**config.mk**
```make
export PLATFORM = sky130hd
export DESIGN_NAME = bt_link_top
export DESIGN_NICKNAME = d
export VERILOG_FILES = /design/src/logic/link_pkg.sv /design/src/logic/bt_link_top.sv /design/src/logic/link_controller.sv /design/src/logic/uart_rx.sv /design/src/logic/uart_tx.sv /design/src/logic/byte_fifo.sv
export VERILOG_INCLUDE_DIRS = /design/src /design/src/logic
export SDC_FILE = /design/constraint.sdc
export NUM_CORES = 1
export LEC_CHECK = 0
export ABC_AREA = 1
export BUFFER_PORTS_ARGS = -buffer_cell sky130_fd_sc_hd__buf_2
export CORE_UTILIZATION = 27
export CTS_CLUSTER_DIAMETER = 150
export CTS_CLUSTER_SIZE = 28
export DETAILED_ROUTE_END_ITERATION = 16
export GPL_ROUTABILITY_DRIVEN = 0
export PLACE_DENSITY = 0.41
export SLEW_MARGIN = 5
export SYNTH_ARGS = -nofsm -noshare
export SYNTH_HDL_FRONTEND = slang
export SYNTH_SLANG_ARGS = --single-unit
```
**constraint.sdc**
```tcl
create_clock -name clock -period 3.19 [get_ports clock]
set_clock_uncertainty 0.1 [all_clocks]
set_input_delay 0.957 -clock clock [delete_from_list [all_inputs] [get_ports clock]]
set_output_delay 0.957 -clock clock [all_outputs]
set_load 0.01 [all_outputs]
```
**src/logic/link_consts.svh**
```systemverilog
// ~~~~~~~~~~~~~~~~~~~~~~~~~~~~~~~~~~~~~~~~
// Bluetooth link constants
// Serial bit timing, rest gap, queue depth and reply terminator
// ~~~~~~~~~~~~~~~~~~~~~~~~~~~~~~~~~~~~~~~~

`ifndef LINK_CONSTS_SVH
`define LINK_CONSTS_SVH

// Clock cycles held for each serial bit
`define LINK_CYCLES_PER_BIT 16

// Quiet cycles after every transmitted byte
`define LINK_GAP_CYCLES 32

// Each queue holds 2**4 = 16 bytes
`define LINK_FIFO_DEPTH_LOG2 4

// Line feed closes a radio reply
`define LINK_END_BYTE 8'h0A

`endif
```
**src/logic/link_pkg.sv**
```systemverilog
// ~~~~~~~~~~~~~~~~~~~~~~~~~~~~~~~~~~~~~~~~
// Bluetooth link types
// Byte, queue count and controller state
// ~~~~~~~~~~~~~~~~~~~~~~~~~~~~~~~~~~~~~~~~

`include "link_consts.svh"

package link_pkg;

	// One serial data byte
	typedef logic [7:0] link_byte_t;

	// Fill level, one extra bit so a full queue can be told from empty
	typedef logic [`LINK_FIFO_DEPTH_LOG2:0] link_count_t;

	typedef enum logic [3:0]
	{
		idle,
		load_cmd,
		rest_cmd,
		load_byte,
		send_byte,
		rest_gap,
		await_reply,
		await_request,
		read_reply,
		rest_reply
	} link_state_t;

endpackage

```
**src/logic/bt_link_top.sv**
```systemverilog
// ~~~~~~~~~~~~~~~~~~~~~~~~~~~~~~~~~~~~~~~~
// Bluetooth link top level
// Command and reply queues around the UART pair
// ~~~~~~~~~~~~~~~~~~~~~~~~~~~~~~~~~~~~~~~~

`timescale 1ns/1ps

module bt_link_top
	import link_pkg::*;
(
	input  logic        clock,
	input  logic        reset,
	input  logic        fpga_rxd,
	input  link_byte_t  cmd_data,
	input  logic        user_data_loaded,
	input  logic        user_knows_stored,
	input  logic        user_data_done,
	input  logic        access_reply,
	input  logic        user_received_data,
	input  logic        finished_with_reply,
	output logic        fpga_txd,
	output logic        cmd_full,
	output link_byte_t  reply_data,
	output link_count_t reply_count,
	output logic        data_stored_for_user,
	output logic        data_ready_for_user,
	output logic        link_busy
);

	logic       cmd_write;
	logic       cmd_read;
	logic       cmd_empty;
	link_byte_t cmd_head;
	logic       tx_start;
	logic       tx_done;
	link_byte_t rx_byte;
	logic       rx_valid;
	logic       reply_write;
	logic       reply_read;
	logic       reply_empty;

	// Transmit path
	byte_fifo cmd_queue (
		.clock      (clock),
		.reset      (reset),
		.write      (cmd_write),
		.read       (cmd_read),
		.write_data (cmd_data),
		.head       (cmd_head),
		.full       (cmd_full),
		.empty      (cmd_empty),
		.count      ()
	);

	uart_tx i_uart_tx (
		.clock (clock),
		.reset (reset),
		.start (tx_start),
		.data  (cmd_head),
		.txd   (fpga_txd),
		.done  (tx_done)
	);

	// Receive path
	uart_rx i_uart_rx (
		.clock    (clock),
		.reset    (reset),
		.rxd      (fpga_rxd),
		.byte_out (rx_byte),
		.valid    (rx_valid)
	);

	byte_fifo reply_queue (
		.clock      (clock),
		.reset      (reset),
		.write      (reply_write),
		.read       (reply_read),
		.write_data (rx_byte),
		.head       (reply_data),
		.full       (),
		.empty      (reply_empty),
		.count      (reply_count)
	);

	link_controller i_link_controller (
		.clock                (clock),
		.reset                (reset),
		.user_data_loaded     (user_data_loaded),
		.user_knows_stored    (user_knows_stored),
		.user_data_done       (user_data_done),
		.access_reply         (access_reply),
		.user_received_data   (user_received_data),
		.finished_with_reply  (finished_with_reply),
		.cmd_empty            (cmd_empty),
		.tx_done              (tx_done),
		.rx_valid             (rx_valid),
		.rx_byte              (rx_byte),
		.reply_empty          (reply_empty),
		.cmd_write            (cmd_write),
		.cmd_read             (cmd_read),
		.tx_start             (tx_start),
		.reply_write          (reply_write),
		.reply_read           (reply_read),
		.data_stored_for_user (data_stored_for_user),
		.data_ready_for_user  (data_ready_for_user),
		.link_busy            (link_busy)
	);

endmodule

```
**src/logic/link_controller.sv**
```systemverilog
// ~~~~~~~~~~~~~~~~~~~~~~~~~~~~~~~~~~~~~~~~
// Link controller
// Sequences command load, transmit, reply capture and readout
// ~~~~~~~~~~~~~~~~~~~~~~~~~~~~~~~~~~~~~~~~

`timescale 1ns/1ps

`include "link_consts.svh"

module link_controller
	import link_pkg::*;
(
	input  logic       clock,
	input  logic       reset,
	input  logic       user_data_loaded,
	input  logic       user_knows_stored,
	input  logic       user_data_done,
	input  logic       access_reply,
	input  logic       user_received_data,
	input  logic       finished_with_reply,
	input  logic       cmd_empty,
	input  logic       tx_done,
	input  logic       rx_valid,
	input  link_byte_t rx_byte,
	input  logic       reply_empty,
	output logic       cmd_write,
	output logic       cmd_read,
	output logic       tx_start,
	output logic       reply_write,
	output logic       reply_read,
	output logic       data_stored_for_user,
	output logic       data_ready_for_user,
	output logic       link_busy
);

	localparam int GAP_W = $clog2(`LINK_GAP_CYCLES);
	localparam logic [GAP_W-1:0] GAP_LAST = GAP_W'(`LINK_GAP_CYCLES - 1);

	link_state_t      state;
	link_state_t      next;
	logic [GAP_W-1:0] gap_cnt;
	logic             gap_done;
	logic             end_seen;

	assign gap_done = (gap_cnt == GAP_LAST);
	assign end_seen = rx_valid && (rx_byte == `LINK_END_BYTE);

	always_comb
	begin
		next = state;
		case (state)
			idle:
			begin
				if (user_data_loaded)
					next = load_cmd;
			end
			load_cmd:
				next = rest_cmd;
			// Hold until the user has seen the byte go in
			rest_cmd:
			begin
				if (user_knows_stored)
				begin
					if (user_data_done)
						next = load_byte;
					else
						next = idle;
				end
			end
			load_byte:
			begin
				if (cmd_empty)
					next = idle;
				else
					next = send_byte;
			end
			send_byte:
			begin
				if (tx_done)
					next = rest_gap;
			end
			rest_gap:
			begin
				if (gap_done)
				begin
					if (cmd_empty)
						next = await_reply;
					else
						next = load_byte;
				end
			end
			await_reply:
			begin
				if (end_seen)
					next = await_request;
			end
			// Nothing to hand out yet
			await_request:
			begin
				if (access_reply && !reply_empty)
					next = read_reply;
			end
			read_reply:
				next = rest_reply;
			rest_reply:
			begin
				if (user_received_data)
				begin
					if (finished_with_reply)
						next = idle;
					else
						next = await_request;
				end
			end
			default:
				next = idle;
		endcase
	end

	always_ff @(posedge clock or posedge reset)
	begin
		if (reset)
		begin
			state <= idle;
			gap_cnt <= '0;
			tx_start <= 1'b0;
		end
		else
		begin
			state <= next;
			// Gap timer only runs while resting after a byte
			if (state == rest_gap)
				gap_cnt <= gap_cnt + 1'b1;
			else
				gap_cnt <= '0;
			// One pulse as send_byte is entered
			tx_start <= (state == load_byte) && !cmd_empty;
		end
	end

	assign cmd_write = (state == load_cmd);
	// Sent byte leaves the queue when its frame completes
	assign cmd_read = (state == send_byte) && tx_done;
	assign reply_write = (state == await_reply) && rx_valid;
	assign reply_read = (state == read_reply);

	assign data_stored_for_user = (state == rest_cmd);
	assign data_ready_for_user = (state == rest_reply);
	assign link_busy = (state != idle);

	// The byte at the queue head is what the transmitter latches
	a_start_has_byte: assert property (@(posedge clock) disable iff (reset)
		tx_start |-> !cmd_empty);

	a_user_levels_exclusive: assert property (@(posedge clock) disable iff (reset)
		!(data_stored_for_user && data_ready_for_user));

endmodule

```
**src/logic/uart_rx.sv**
```systemverilog
// ~~~~~~~~~~~~~~~~~~~~~~~~~~~~~~~~~~~~~~~~
// UART receiver
// Mid-bit sampling of 8N1 frames with stop check
// ~~~~~~~~~~~~~~~~~~~~~~~~~~~~~~~~~~~~~~~~

`timescale 1ns/1ps

`include "link_consts.svh"

module uart_rx
	import link_pkg::*;
(
	input  logic       clock,
	input  logic       reset,
	input  logic       rxd,
	output link_byte_t byte_out,
	output logic       valid
);

	localparam int CNT_W = $clog2(`LINK_CYCLES_PER_BIT);
	localparam logic [CNT_W-1:0] FULL_BIT = CNT_W'(`LINK_CYCLES_PER_BIT - 1);
	localparam logic [CNT_W-1:0] HALF_BIT = CNT_W'(`LINK_CYCLES_PER_BIT / 2 - 1);
	localparam logic [3:0] STOP_BIT = 4'd9;

	logic             rxd_meta;
	logic             rxd_sync;
	logic             rxd_prev;
	logic             busy;
	logic [CNT_W-1:0] cycle_cnt;
	logic [3:0]       bit_idx;
	link_byte_t       shift;
	logic             start_edge;
	logic             sample;

	assign start_edge = !busy && rxd_prev && !rxd_sync;
	assign sample = busy && (cycle_cnt == '0);
	assign byte_out = shift;

	// Two flops against metastability, one more for the edge
	always_ff @(posedge clock or posedge reset)
	begin
		if (reset)
		begin
			rxd_meta <= 1'b1;
			rxd_sync <= 1'b1;
			rxd_prev <= 1'b1;
		end
		else
		begin
			rxd_meta <= rxd;
			rxd_sync <= rxd_meta;
			rxd_prev <= rxd_sync;
		end
	end

	always_ff @(posedge clock or posedge reset)
	begin
		if (reset)
		begin
			busy <= 1'b0;
			cycle_cnt <= '0;
			bit_idx <= '0;
			valid <= 1'b0;
		end
		else
		begin
			valid <= 1'b0;
			if (start_edge)
			begin
				// First sample lands in the middle of the start bit
				busy <= 1'b1;
				cycle_cnt <= HALF_BIT;
				bit_idx <= '0;
			end
			else if (sample)
			begin
				cycle_cnt <= FULL_BIT;
				bit_idx <= bit_idx + 4'd1;
				if (bit_idx == '0 && rxd_sync)
					busy <= 1'b0;
				else if (bit_idx == STOP_BIT)
				begin
					busy <= 1'b0;
					// Bad stop bit drops the frame
					valid <= rxd_sync;
				end
			end
			else if (busy)
				cycle_cnt <= cycle_cnt - 1'b1;
		end
	end

	// Data bits arrive LSB first
	always_ff @(posedge clock)
	begin
		if (sample && bit_idx != '0 && bit_idx != STOP_BIT)
			shift <= {rxd_sync, shift[7:1]};
	end

endmodule

```
**src/logic/uart_tx.sv**
```systemverilog
// ~~~~~~~~~~~~~~~~~~~~~~~~~~~~~~~~~~~~~~~~
// UART transmitter
// Sends one 8N1 frame per start pulse
// ~~~~~~~~~~~~~~~~~~~~~~~~~~~~~~~~~~~~~~~~

`timescale 1ns/1ps

`include "link_consts.svh"

module uart_tx
	import link_pkg::*;
(
	input  logic       clock,
	input  logic       reset,
	input  logic       start,
	input  link_byte_t data,
	output logic       txd,
	output logic       done
);

	localparam int CNT_W = $clog2(`LINK_CYCLES_PER_BIT);
	localparam logic [CNT_W-1:0] LAST_CYCLE = CNT_W'(`LINK_CYCLES_PER_BIT - 1);
	localparam logic [3:0] STOP_BIT = 4'd9;

	logic             busy;
	logic [CNT_W-1:0] cycle_cnt;
	logic [3:0]       bit_idx;
	logic [9:0]       frame;
	logic             bit_end;

	assign bit_end = busy && (cycle_cnt == LAST_CYCLE);

	// Line rests high between frames
	assign txd = busy ? frame[0] : 1'b1;

	always_ff @(posedge clock or posedge reset)
	begin
		if (reset)
		begin
			busy <= 1'b0;
			cycle_cnt <= '0;
			bit_idx <= '0;
			done <= 1'b0;
		end
		else
		begin
			done <= 1'b0;
			if (start)
			begin
				busy <= 1'b1;
				cycle_cnt <= '0;
				bit_idx <= '0;
			end
			else if (bit_end)
			begin
				cycle_cnt <= '0;
				if (bit_idx == STOP_BIT)
				begin
					busy <= 1'b0;
					done <= 1'b1;
				end
				else
					bit_idx <= bit_idx + 4'd1;
			end
			else if (busy)
				cycle_cnt <= cycle_cnt + 1'b1;
		end
	end

	// Stop, data LSB first, start bit in position 0
	always_ff @(posedge clock)
	begin
		if (start)
			frame <= {1'b1, data, 1'b0};
		else if (bit_end)
			frame <= {1'b1, frame[9:1]};
	end

	// A new frame may only start once the last one is finished
	a_start_when_idle: assert property (@(posedge clock) disable iff (reset)
		start |-> !busy);

endmodule

```
**src/logic/byte_fifo.sv**
```systemverilog
// ~~~~~~~~~~~~~~~~~~~~~~~~~~~~~~~~~~~~~~~~
// Byte queue
// First-word-fall-through circular buffer
// ~~~~~~~~~~~~~~~~~~~~~~~~~~~~~~~~~~~~~~~~

`timescale 1ns/1ps

`include "link_consts.svh"

module byte_fifo
	import link_pkg::*;
(
	input  logic        clock,
	input  logic        reset,
	input  logic        write,
	input  logic        read,
	input  link_byte_t  write_data,
	output link_byte_t  head,
	output logic        full,
	output logic        empty,
	output link_count_t count
);

	localparam int DEPTH = 1 << `LINK_FIFO_DEPTH_LOG2;

	link_byte_t mem [DEPTH];
	logic [`LINK_FIFO_DEPTH_LOG2-1:0] wr_ptr;
	logic [`LINK_FIFO_DEPTH_LOG2-1:0] rd_ptr;
	logic do_write;
	logic do_read;

	// Writes into a full queue are lost
	assign do_write = write && !full;
	assign do_read = read && !empty;

	assign full = (count == link_count_t'(DEPTH));
	assign empty = (count == '0);

	// Oldest entry is always on the head
	assign head = mem[rd_ptr];

	always_ff @(posedge clock or posedge reset)
	begin
		if (reset)
		begin
			wr_ptr <= '0;
			rd_ptr <= '0;
			count <= '0;
		end
		else
		begin
			if (do_write)
				wr_ptr <= wr_ptr + 1'b1;
			if (do_read)
				rd_ptr <= rd_ptr + 1'b1;
			if (do_write && !do_read)
				count <= count + 1'b1;
			else if (do_read && !do_write)
				count <= count - 1'b1;
		end
	end

	always_ff @(posedge clock)
	begin
		if (do_write)
			mem[wr_ptr] <= write_data;
	end

	// The reader must only pop what is there
	a_no_read_when_empty: assert property (@(posedge clock) disable iff (reset)
		read |-> !empty);

endmodule

```
==> metrics.md, run 1 <==
| Metric | Value |
|---|---|
| Crit path kind | flop to primary output |
| Die height | 235.9 µm |
| Worst Hold End | i_uart_rx.rxd_sync |
| Routed WL | 37.29 mm |
| Antenna violations before repair | 0 |
| Hold Fails Final Rpt | 0 |
| Row cnt | 85 |
| Router iterations before antenna repair | 4 |
| Tcrit/Tclk final | 98.44% |
| Cell Int Power | 5753 µW |
| Synth Warn # | 0 |
| Synthesized area | 14780 µm² |
| Setup WS pre-CTS | 0.4853 ns |
| Static leakage | 0.006721 µW |
| Commonest non-fill, non-tap cell in the layout | nand2_1 |
| Max-cap viol count | 0 |
| Total CTS buffers | 15 |
| Layout cells sized above 1 | 12.07% |
| Clock Latency Late Sink | 0.54 ns |
| Yosys cell types | 41 |
| Final setup vio count | 0 |
| ANT cells | 0 |
| Met2 Use GR | 20.61% |
| CTS H-tree lvls | 1 |
| Gr usage total | 13.00% |
| Fmax | 318.5 MHz |
| Routed length per instance | 17.24 µm |
| Clock Power Share | 31.8% |
| Die area | 55660 µm² |
| Via count of the first global-routing pass | 9321 |
| Post-route setup slack | 0.04987 ns |
| Area growth syn-to-layout | 13.53% |
| CTS tree | built |
| VDD IR max | 267.4 µV |
| Final Critical Period | 3.140 ns |
| Final TNS setup | 0 ns |
| Slew @ Worst Pin | 0.8938 ns |
| Combinational share of power | 3.2% |
| Root buffer cell | clkbuf_16 |
| Initial core utilization | 27.40% |
| Worst hold path depth | 0 |
| GRT met1 Usage | 18.99% |
| Number of remaining DRC errors | 0 |
| Worst reg2reg endpoint | reply_queue.count[4] |
| Hpwl dp | 22.78 mm |
| Design area | 16770 µm² |
| Vias | 9547 |
| Clock Pin Slew Worst Setup and Hold Paths | 0.11 ns |
| Most frequent cells in the layout | nand2_1, edfxtp_1, inv_1 |
| Hold wc startpoint | i_uart_rx.rxd_meta |
| Top cells by area, synth | edfxtp_1, dfrtp_1, nand2_1, nand3_1, inv_1 |
| Drt initial violations | 717 |
| First-pass GRT wire length | 56.10 mm |
| FF-to-FF Start | reply_queue.count[1] |
| Switching share of power | 21.64% |
| Gr busiest metal | met2 |
| Num ports | 35 |
| Synth area leader | edfxtp_1 |
| CTS Hold Buffers Added | 0 |
| Arrival @ worst endpoint | 2.08 ns |
| Avg Cell Area, Syn | 10.56 µm² |
| Post-Syn Instances | 1399 |
| CP Launch Type | flop |
| Post-DRT Antenna Nets | 0 |
| Via density | 4.414 |
| Pin count of the biggest net entering global routing | 67 |
| Max_slew headroom | 40.19% |
| Clock Sink Count | 332 |
| Clk buf depth | 3 |
| Met3 Use GR | 1.439% |
| R2R Setup Slk | 0.48 ns |
| WP data required | 2.13 ns |
| Cell Area, Placed | 16000 µm² |
| Fin nets | 1505 |
| Die width | 235.9 µm |
| Global route total overflow | 0 |
| P_sw | 1588 µW |
| Cell area power density | 437.7 nW/µm² |
| Core ar. | 53920 µm² |
| Worst hold path type | flop to flop |
| Slew Limit Fails | 0 |
| Sequential cell area fraction in the yosys report | 65.43% |
| Number of port buffers | 34 |
| Fin util | 31.11% |
| Yosys reg bits | 332 |
| Unrepaired setup endpoints after global routing | true |
| Mapped Nets | 1446 |
| Flop pwr share | 65.0% |
| Critical Path End Type | primary output |
| Max FO, Critical Path | 5 |
| Share of the synthesized area in the top cell type | 55.28% |
| R2r worst-path depth | 13 |
| Status | completed |
-- critical path, stage by stage (launching register included) --
cell      delay [ns]
dfrtp_4         0.54
buf_6           0.16
buf_4           0.14
o211ai_1        0.23
nand3_1         0.16
nand3_2         0.11
nand2_2         0.07
buf_6           0.12
-- timing repair --
item | 4_1_cts | 5_1_grt
buffers inserted | 4 | 5
setup endpoints to repair | 8 | 6
cloned | 0 | 6
gates resized for setup | 0 | 43
pin swaps | 0 | 28
-- cells by family after synthesis --
family	count (synthesis)	share of synthesized area, %
AOI/OAI and AO/OA	139	5.360
adders and majority gates	30	2.642
xor gates and xnor gates	18	1.067
muxes	3	0.2117
buffers and inverters	281	7.537
DFF	332	65.43
and+or+nand+nor	596	17.75
-- Yosys cell counts (all sizes together) --
| cell type | n |
|---|---|
| edfxtp | 272 |
| dfrtp | 56 |
| o31ai | 1 |
| nand2 | 325 |
| nand3 | 180 |
| ha | 28 |
| nand3b | 3 |
| and3 | 1 |
| clkinv | 5 |
| clkbuf | 15 |
| a21oi | 45 |
| inv | 221 |
| dfxtp | 1 |
| mux2i | 2 |
| nor2 | 63 |
| mux2 | 1 |
| o211ai | 34 |
| buf | 40 |
| o22ai | 1 |
| xnor2 | 3 |
| xor2 | 15 |
| nand4 | 7 |
| o21ai | 57 |
| fa | 2 |
| a41oi | 1 |
| nor3 | 17 |
| dfstp | 3 |
-- through the flow --
| step | hold slack [ns] | cells | total power, µW |
|---|---|---|---|
| floorplan | 0.2452 | 1399 | 5004 |
| global placement | 0.2515 | 2122 | 5102 |
| detailed placement | 0.2539 | 2122 | 5111 |
| CTS | 0.2714 | 2152 | 7452 |
| global route | 0.2799 | 2163 | 7609 |
| finish | 0.2688 | 2163 | 7342 |
-- worst max-delay path by stage --
| stage | from | cells after the start | end |
|---|---|---|---|
| floorplan | reset | 1 | cmd_queue.count[0] |
| global placement | reply_queue.count[0] | 12 | reply_queue.count[4] |
| detailed placement | reply_queue.count[1] | 13 | reply_queue.count[4] |
| CTS | reply_queue.rd_ptr[0] | 7 | reply_data[4] |
| global route | reply_queue.rd_ptr[0] | 7 | reply_data[2] |
| finish | reply_queue.rd_ptr[0] | 7 | reply_data[3] |
-- sequential cells by signal (all words and copies together) (netlist names), 4 cells and up --
register                   count
cmd_queue.mem                128
i_uart_rx.byte_out             8
reply_queue.wr_ptr             4
i_uart_tx.cycle_cnt            4
i_uart_tx.frame                9
cmd_queue.rd_ptr               4
i_uart_tx.bit_idx              4
i_uart_rx.bit_idx              4
i_link_controller.gap_cnt      5
cmd_queue.count                5
reply_queue.mem              128
reply_queue.count              5
cmd_queue.wr_ptr               4
reply_queue.rd_ptr             4
i_link_controller.state        4
i_uart_rx.cycle_cnt            4
-- power groups by stage --
stage                     Clock [µW]  Combinational [µW]  Sequential, µW
after floorplan                    0                 157            4850
final                           2330                 237            4770
after global routing            2550                 276            4780
after global placement             0                 236            4870
after detailed placement           0                 244            4870
after CTS                       2440                 245            4770
-- routing by layer --
metal | vias to the layer above | share of wire (%)
met5 | - | 0
met4 | 0 | 1.7
met3 | 31 | 3.0
met2 | 122 | 45
met1 | 4631 | 50
li1 | 4763 | -
-- cell type report --
cell class	instances	area, µm²
clock inverters	1	8.758
fillers	5456	37150
repair buffers	97	844.6
inverters	226	854.6
multi-input cells	786	4088
flip-flops and latches	332	9674
well taps	696	870.8
clock buffers	25	434.2
No activity file was read; power rests on OpenSTA's default activity.
==> run 2, diff against run 1 <==
--- a/config.mk
+++ b/config.mk
@@ -14,4 +14,5 @@
 export DETAILED_ROUTE_END_ITERATION = 16
 export GPL_ROUTABILITY_DRIVEN = 0
+export MAX_ROUTING_LAYER = met4
 export PLACE_DENSITY = 0.41
 export SLEW_MARGIN = 5
==> constraint.sdc (replaced) <==
create_clock -name clock -period 3.19 [get_ports clock]
set_clock_uncertainty 0.1 [all_clocks]
set_input_delay 0.638 -clock clock [delete_from_list [all_inputs] [get_ports clock]]
set_output_delay 0.638 -clock clock [all_outputs]
set_load 0.01 [all_outputs]
==> run 2 against run 1 <==
  * Clock-buffer cell count unchanged
  * Setup slack better by 0.18 ns
  * Largest power group unchanged
  * Final area is 2.3% lower
  * Via count shrank 2.7%
  * Non-clock buffer count fell by 19
  * Critical path depth did not move
  * Core utilization decreased by 0.73 points
  * Critical endpoint is now reply_data[0]
  * Die area unchanged
  * Total power down 0.33%
  * First-iteration DRC count down 26%
  * Fmax is 6.1% higher
  * Clock power barely moved
==> metrics.md, run 2 (same netlist as run 1, synthesis figures left out) <==
| Metric | Value |
|---|---|
| Global route total overflow | 0 (unchanged) |
| Final TNS setup | 0 ns (unchanged) |
| CP cell instances | buf_4, a21oi_1, o21ai_0, nand3_1, nand3_1, nand2_1, buf_2 |
| Number of remaining DRC errors | 0 (unchanged) |
| Num ports | 35 (unchanged) |
| Routed WL | 34.92 mm (-6.4%) |
| Fin nets | 1486 (-1.3%) |
| Die height | 235.9 µm (unchanged) |
| Critical Path End Type | primary output |
| CTS tree | built |
| CTS H-tree lvls | 1 (unchanged) |
| Row cnt | 85 (unchanged) |
| Biggest regs | cmd_queue.mem (128), reply_queue.mem (128), i_uart_tx.frame (9) |
| Hpwl dp | 22.11 mm (-3.0%) |
| Total CTS buffers | 15 (unchanged) |
| Unrepaired setup endpoints after global routing | false |
| R2R Setup Slk | 0.51 ns (+0.03 ns) |
| Clock Power Share | 31.6% (-0.2 points) |
| Design area | 16380 µm² (-2.3%) |
| Routed length per instance | 16.28 µm (-5.5%) |
| Area occupied by multi-input gates | 3994 µm² (-2.3%) |
| Post-DRT Antenna Nets | 0 (unchanged) |
| Max stage delay on crit path | 0.69 ns (+0.15 ns) |
| Clock Latency Late Sink | 0.53 ns (about the same) |
| Most frequent cells in the layout | nand2_1, edfxtp_1, inv_1 |
| Final setup vio count | 0 (unchanged) |
| Slowest stage cell, crit path | dfrtp_2 |
| Via density | 4.333 (-1.8%) |
| Fmax | 337.9 MHz (+6.1%) |
| Max_slew headroom | 46.50% (+6.3 points) |
| Clock Sink Count | 332 (unchanged) |
| Combinational share of power | 3.2% (about the same) |
| Static leakage | 0.006550 µW (-2.5%) |
| Most Frequent Cell on Critical Path | nand3_1 |
| Fill cells | 5519 (+1.2%) |
| Status | completed |
| Cell Int Power | 5752 µW (about the same) |
| Cell Area, Placed | 15920 µm² (-0.47%) |
| Cts repair resizes | 0 (unchanged) |
| FF+latch area | 9674 µm² (unchanged) |
| Router iterations before antenna repair | 5 (+1) |
| Final Critical Period | 2.959 ns (-0.1809 ns) |
| WP data required | 2.45 ns (+0.32 ns) |
| Max-cap viol count | 0 (unchanged) |
| Max FO, Critical Path | 23 (+18) |
| Post-Place Cells | 2117 (-0.24%) |
| Pin count of the biggest net entering global routing | 69 (+3.0%) |
| Core ar. | 53920 µm² (unchanged) |
| Root buffer cell | clkbuf_16 |
| Gr usage total | 13.02% (+0.014 points) |
| Die width | 235.9 µm (unchanged) |
| Clock Pin Slew Worst Setup and Hold Paths | 0.12 ns (about the same) |
| Setup Buffers After CTS | 0 (-4) |
| Area growth syn-to-layout | 10.87% |
| Antenna violations before repair | 0 (unchanged) |
| R2r worst-path depth | 13 (unchanged) |
| P_sw | 1565 µW (-1.5%) |
| Clk buf depth | 3 (unchanged) |
| ANT cells | 0 (unchanged) |
| Commonest non-fill, non-tap cell in the layout | nand2_1 |
| Hold Fails Final Rpt | 0 (unchanged) |
| Crit path kind | flop to primary output |
| Arrival @ worst endpoint | 2.22 ns (+0.14 ns) |
| Slew @ Worst Pin | 0.7995 ns (-0.09428 ns) |
| Number of port buffers | 34 (unchanged) |
| Cell area power density | 446.7 nW/µm² (+2.1%) |
| Tcrit/Tclk final | 92.77% (-5.7 points) |
| Switching share of power | 21.39% (-0.24 points) |
| Non-filler cells, final | 2144 (-0.88%) |
| Vias | 9291 (-2.7%) |
| Die area | 55660 µm² (unchanged) |
| Layout cells sized above 1 | 9.392% (-2.7 points) |
| Overall Power | 7317 µW (-0.33%) |
| Slew Limit Fails | 0 (unchanged) |
| Initial core utilization | 27.40% (unchanged) |
| Via count of the first global-routing pass | 9139 (-2.0%) |
| First-pass GRT wire length | 54.97 mm (-2.0%) |
| CP Launch Type | flop |
| VDD IR max | 322.9 µV (+21%) |
| CTS Hold Buffers Added | 0 (unchanged) |
| Flop pwr share | 65.2% (+0.2 points) |
| Worst hold path type | input pin to async pin |
| Drt initial violations | 527 (-26%) |
[run 2: cell count changes in the layout (fill, tap and decap cells not counted), sizes merged]
cell / before / now
buf: 93 / 78
clkbuf: 29 / 25
[run 2: layout make-up]
| class | count | area share (%) |
|---|---|---|
| Inverter | 226 | 5.217 |
| Multi-Input combinational cell | 786 | 24.38 |
| Timing Repair Buffer | 78 | 3.330 |
| Clock buffer | 25 | 2.650 |
| Tap cell | 696 | 5.316 |
| Sequential cell | 332 | 59.05 |
| Clock inverter | 1 | 0.05346 |
[run 2: path summary, 6_finish.rpt]
check	start	endpoint
worst min register to register	i_uart_rx.rxd_meta	i_uart_rx.rxd_sync
worst max-delay path	reply_queue.rd_ptr[1]	reply_data[0]
max in group asynchronous	reset	i_uart_rx.rxd_prev
worst max register to register	reply_queue.count[1]	reply_queue.count[4]
min in group clock	fpga_rxd	i_uart_rx.rxd_meta
worst min-delay path	reset	i_uart_rx.cycle_cnt[2]
[run 2: per-stage QoR]
stage	hold WS (ns)	util [%]	setup WS [ns]
after CTS	0.05045	30.35	0.07804
after detailed placement	0.2473	29.53	0.5034
final	0.08842	30.38	0.2307
after global placement	0.2474	29.53	0.4889
after global routing	0.04830	30.38	0.03049
after floorplan	0.2452	-	0.7288
[run 2: power groups by stage]
stage | combinational, µW | clock, µW | sequential, µW
2_1_floorplan | 157 | 0 | 4850
3_3_place_gp | 236 | 0 | 4870
3_5_place_dp | 240 | 0 | 4870
4_1_cts | 241 | 2430 | 4770
5_1_grt | 276 | 2560 | 4780
6_report | 236 | 2310 | 4770
[run 2: worst max-delay path: cells and delay by family (launching register included)]
family                 cells  cell delay [ns]
AO/OA/AOI/OAI              2             0.14
AND/OR/NAND/NOR            3             0.37
flip-flops                 1             0.69
buffers and inverters      2             0.49
[run 2: routing by layer]
metal	vias to the layer above	share of wire [%]	GRT usage (%)	routed length, µm
li1	4717	-	-	-
met5	-	0	-	0
met1	4471	51	18.29	17670
met2	79	46	20.52	16050
met4	0	1.2	2.297	405
met3	24	2.3	1.322	796
==> run 3, diff against run 2 <==
clock period = 3 ns   (was 3.19 ns; I/O delays follow)
==> run 3 against run 2 <==
  * Largest power group unchanged
  * Largest cell class unchanged
  * Via count increased by 0.26%
  * Sequential share of layout area is 0.15 points lower
  * Core utilization increased by 0.079 points
  * Critical path type unchanged
  * Combinational power grew 4%
  * First-iteration DRC count increased by 21%
  * Sequential power up 6.3%
  * Critical endpoint is now reply_data[3]
  * Register-to-register slack lost 0.16 ns
==> metrics.md, run 3 (same netlist as run 1, synthesis figures left out) <==
| Metric | Value |
|---|---|
| Status | completed |
| Antenna violations before repair | 0 (unchanged) |
| ANT cells | 0 (unchanged) |
| Commonest non-fill, non-tap cell in the layout | nand2_1 |
| Layout cells sized above 1 | 9.586% (+0.19 points) |
| Gr usage total | 13.26% (+0.25 points) |
| Core ar. | 53920 µm² (unchanged) |
| Pin count of the biggest net entering global routing | 67 (-2.9%) |
| CTS H-tree lvls | 1 (unchanged) |
| Critical Path End Type | primary output |
| Max_slew headroom | 45.97% (-0.54 points) |
| Final setup vio count | 0 (unchanged) |
| Hold Fails Final Rpt | 0 (unchanged) |
| Fin nets | 1488 (+0.13%) |
| Area growth syn-to-layout | 11.16% |
| Die height | 235.9 µm (unchanged) |
| Final TNS setup | 0 ns (unchanged) |
| WP data required | 2.30 ns (-0.15 ns) |
| Routed length per instance | 16.70 µm (+2.5%) |
| Vias | 9315 (+0.26%) |
| Fmax | 354.7 MHz |
| Unrepaired setup endpoints after global routing | false |
| Max-cap viol count | 0 (unchanged) |
| Worst hold path type | input pin to flop |
| Clock Pin Slew Worst Setup and Hold Paths | 0.11 ns (about the same) |
| Router iterations before antenna repair | 5 (unchanged) |
| Arrival @ worst endpoint | 2.12 ns (-0.10 ns) |
| Hold wc startpoint | fpga_rxd |
| Total CTS buffers | 15 (unchanged) |
| Hpwl dp | 22.62 mm (+2.3%) |
| Clk buf depth | 3 (unchanged) |
| Row cnt | 85 (unchanged) |
| CTS tree | built |
| R2r worst-path depth | 13 (unchanged) |
| Number of remaining DRC errors | 0 (unchanged) |
| Most frequent cells in the layout | nand2_1, edfxtp_1, inv_1 |
| Clock Sink Count | 332 (unchanged) |
| Max FO, Critical Path | 55 (+140%) |
| Cell area power density | 474.7 nW/µm² (+6.3%) |
| R2R Setup Slk | 0.35 ns (-0.16 ns) |
| FF-to-FF Start | reply_queue.count[1] |
| Hold Slack | 0.06657 ns (-0.02186 ns) |
| Static leakage | 0.006567 µW (+0.25%) |
| Crit path kind | flop to primary output |
| Number of port buffers | 34 (unchanged) |
| Via density | 4.341 (+0.16%) |
| Initial core utilization | 27.40% (unchanged) |
| Routed WL | 35.83 mm (+2.6%) |
| Die width | 235.9 µm (unchanged) |
| Slew @ Worst Pin | 0.8105 ns (+0.01098 ns) |
| Worst reg2reg endpoint | reply_queue.count[4] |
| Final Critical Period | 2.819 ns |
| Worst Hold End | i_uart_rx.rxd_meta |
| Root buffer cell | clkbuf_16 |
| Via count of the first global-routing pass | 9016 (-1.3%) |
| Global route total overflow | 0 (unchanged) |
| VDD IR max | 325.8 µV (+0.88%) |
| First-pass GRT wire length | 55.57 mm (+1.1%) |
| Tcrit/Tclk final | 93.97% |
| Num ports | 35 (unchanged) |
| Post-DRT Antenna Nets | 0 (unchanged) |
| Slew Limit Fails | 0 (unchanged) |
| Die area | 55660 µm² (unchanged) |
| Clock Latency Late Sink | 0.53 ns (about the same) |
| Drt initial violations | 639 (+21%) |
| Biggest regs | cmd_queue.mem (128), reply_queue.mem (128), i_uart_tx.frame (9) |
| CP Launch Type | flop |
| Worst hold path depth | 1 |
-- run 3: changes by cell type in the layout (fill, tap and decap cells not counted) --
cell,before,now
clkinv_1,3,2
o21ai_4,0,1
clkinvlp_4,0,1
buf_6,0,1
o21ai_2,1,0
buf_12,3,4
-- run 3: layer usage --
metal / share of wire, % / track usage [%] / vias up
li1: - / - / 4718
met4: 1.0 / 2.198 / 0
met1: 50 / 18.90 / 4480
met2: 46 / 20.61 / 96
met5: 0 / - / -
met3: 2.8 / 1.381 / 21
-- run 3: layout make-up --
type,instances,area [µm²]
multi-input cells,786,4001
inverters,226,858.3
well taps,696,870.8
clock buffers,25,434.2
fillers,5554,37500
repair buffers,80,576.8
clock inverters,1,8.758
flip-flops and latches,332,9674
-- run 3: what timing repair did --
| item | 4_1_cts | 5_1_grt |
|---|---|---|
| resized for setup | 0 | 2 |
| hold buffers | 0 | 0 |
| setup endpoints to repair | 2 | 5 |
| setup buffers | 1 | 1 |
-- run 3: worst max-delay path: stages, from the launching register on --
cell	delay, ns
dfrtp_4	0.60
buf_12	0.22
o211ai_1	0.21
nand3_1	0.15
nand3_1	0.16
nand2_1	0.07
buf_2	0.14
-- run 3: through the flow --
| stage | instances | area (µm²) | worst slack (ns) | utilization (%) | total power [µW] |
|---|---|---|---|---|---|
| after floorplan | 1399 | 14780 | 0.5388 | - | 5321 |
| after global placement | 2118 | 15940 | 0.3095 | 29.57 | 5425 |
| after detailed placement | 2118 | 15940 | 0.3162 | 29.57 | 5430 |
| after CTS | 2145 | 16400 | 0.08200 | 30.42 | 7933 |
| after global routing | 2146 | 16420 | 0.02094 | 30.46 | 8108 |
| final | 2146 | 16420 | 0.1808 | 30.46 | 7797 |
-- run 3: power by group --
group          internal, µW  switching (µW)  total, µW
Combinational          78.4             168        246
Clock                  1020            1460       2480
Sequential             5020            52.7       5070
-- run 3: worst max-delay path by stage --
stage,end,slack [ns],startpoint
finish,reply_data[3],0.18,reply_queue.rd_ptr[0]
global route,reply_data[0],0.02,reply_queue.rd_ptr[0]
CTS,reply_data[0],0.08,reply_queue.rd_ptr[2]
detailed placement,reply_queue.count[4],0.32,reply_queue.count[1]
global placement,reply_queue.count[4],0.31,reply_queue.count[1]
floorplan,reply_queue.count[4],0.54,reply_queue.count[1]
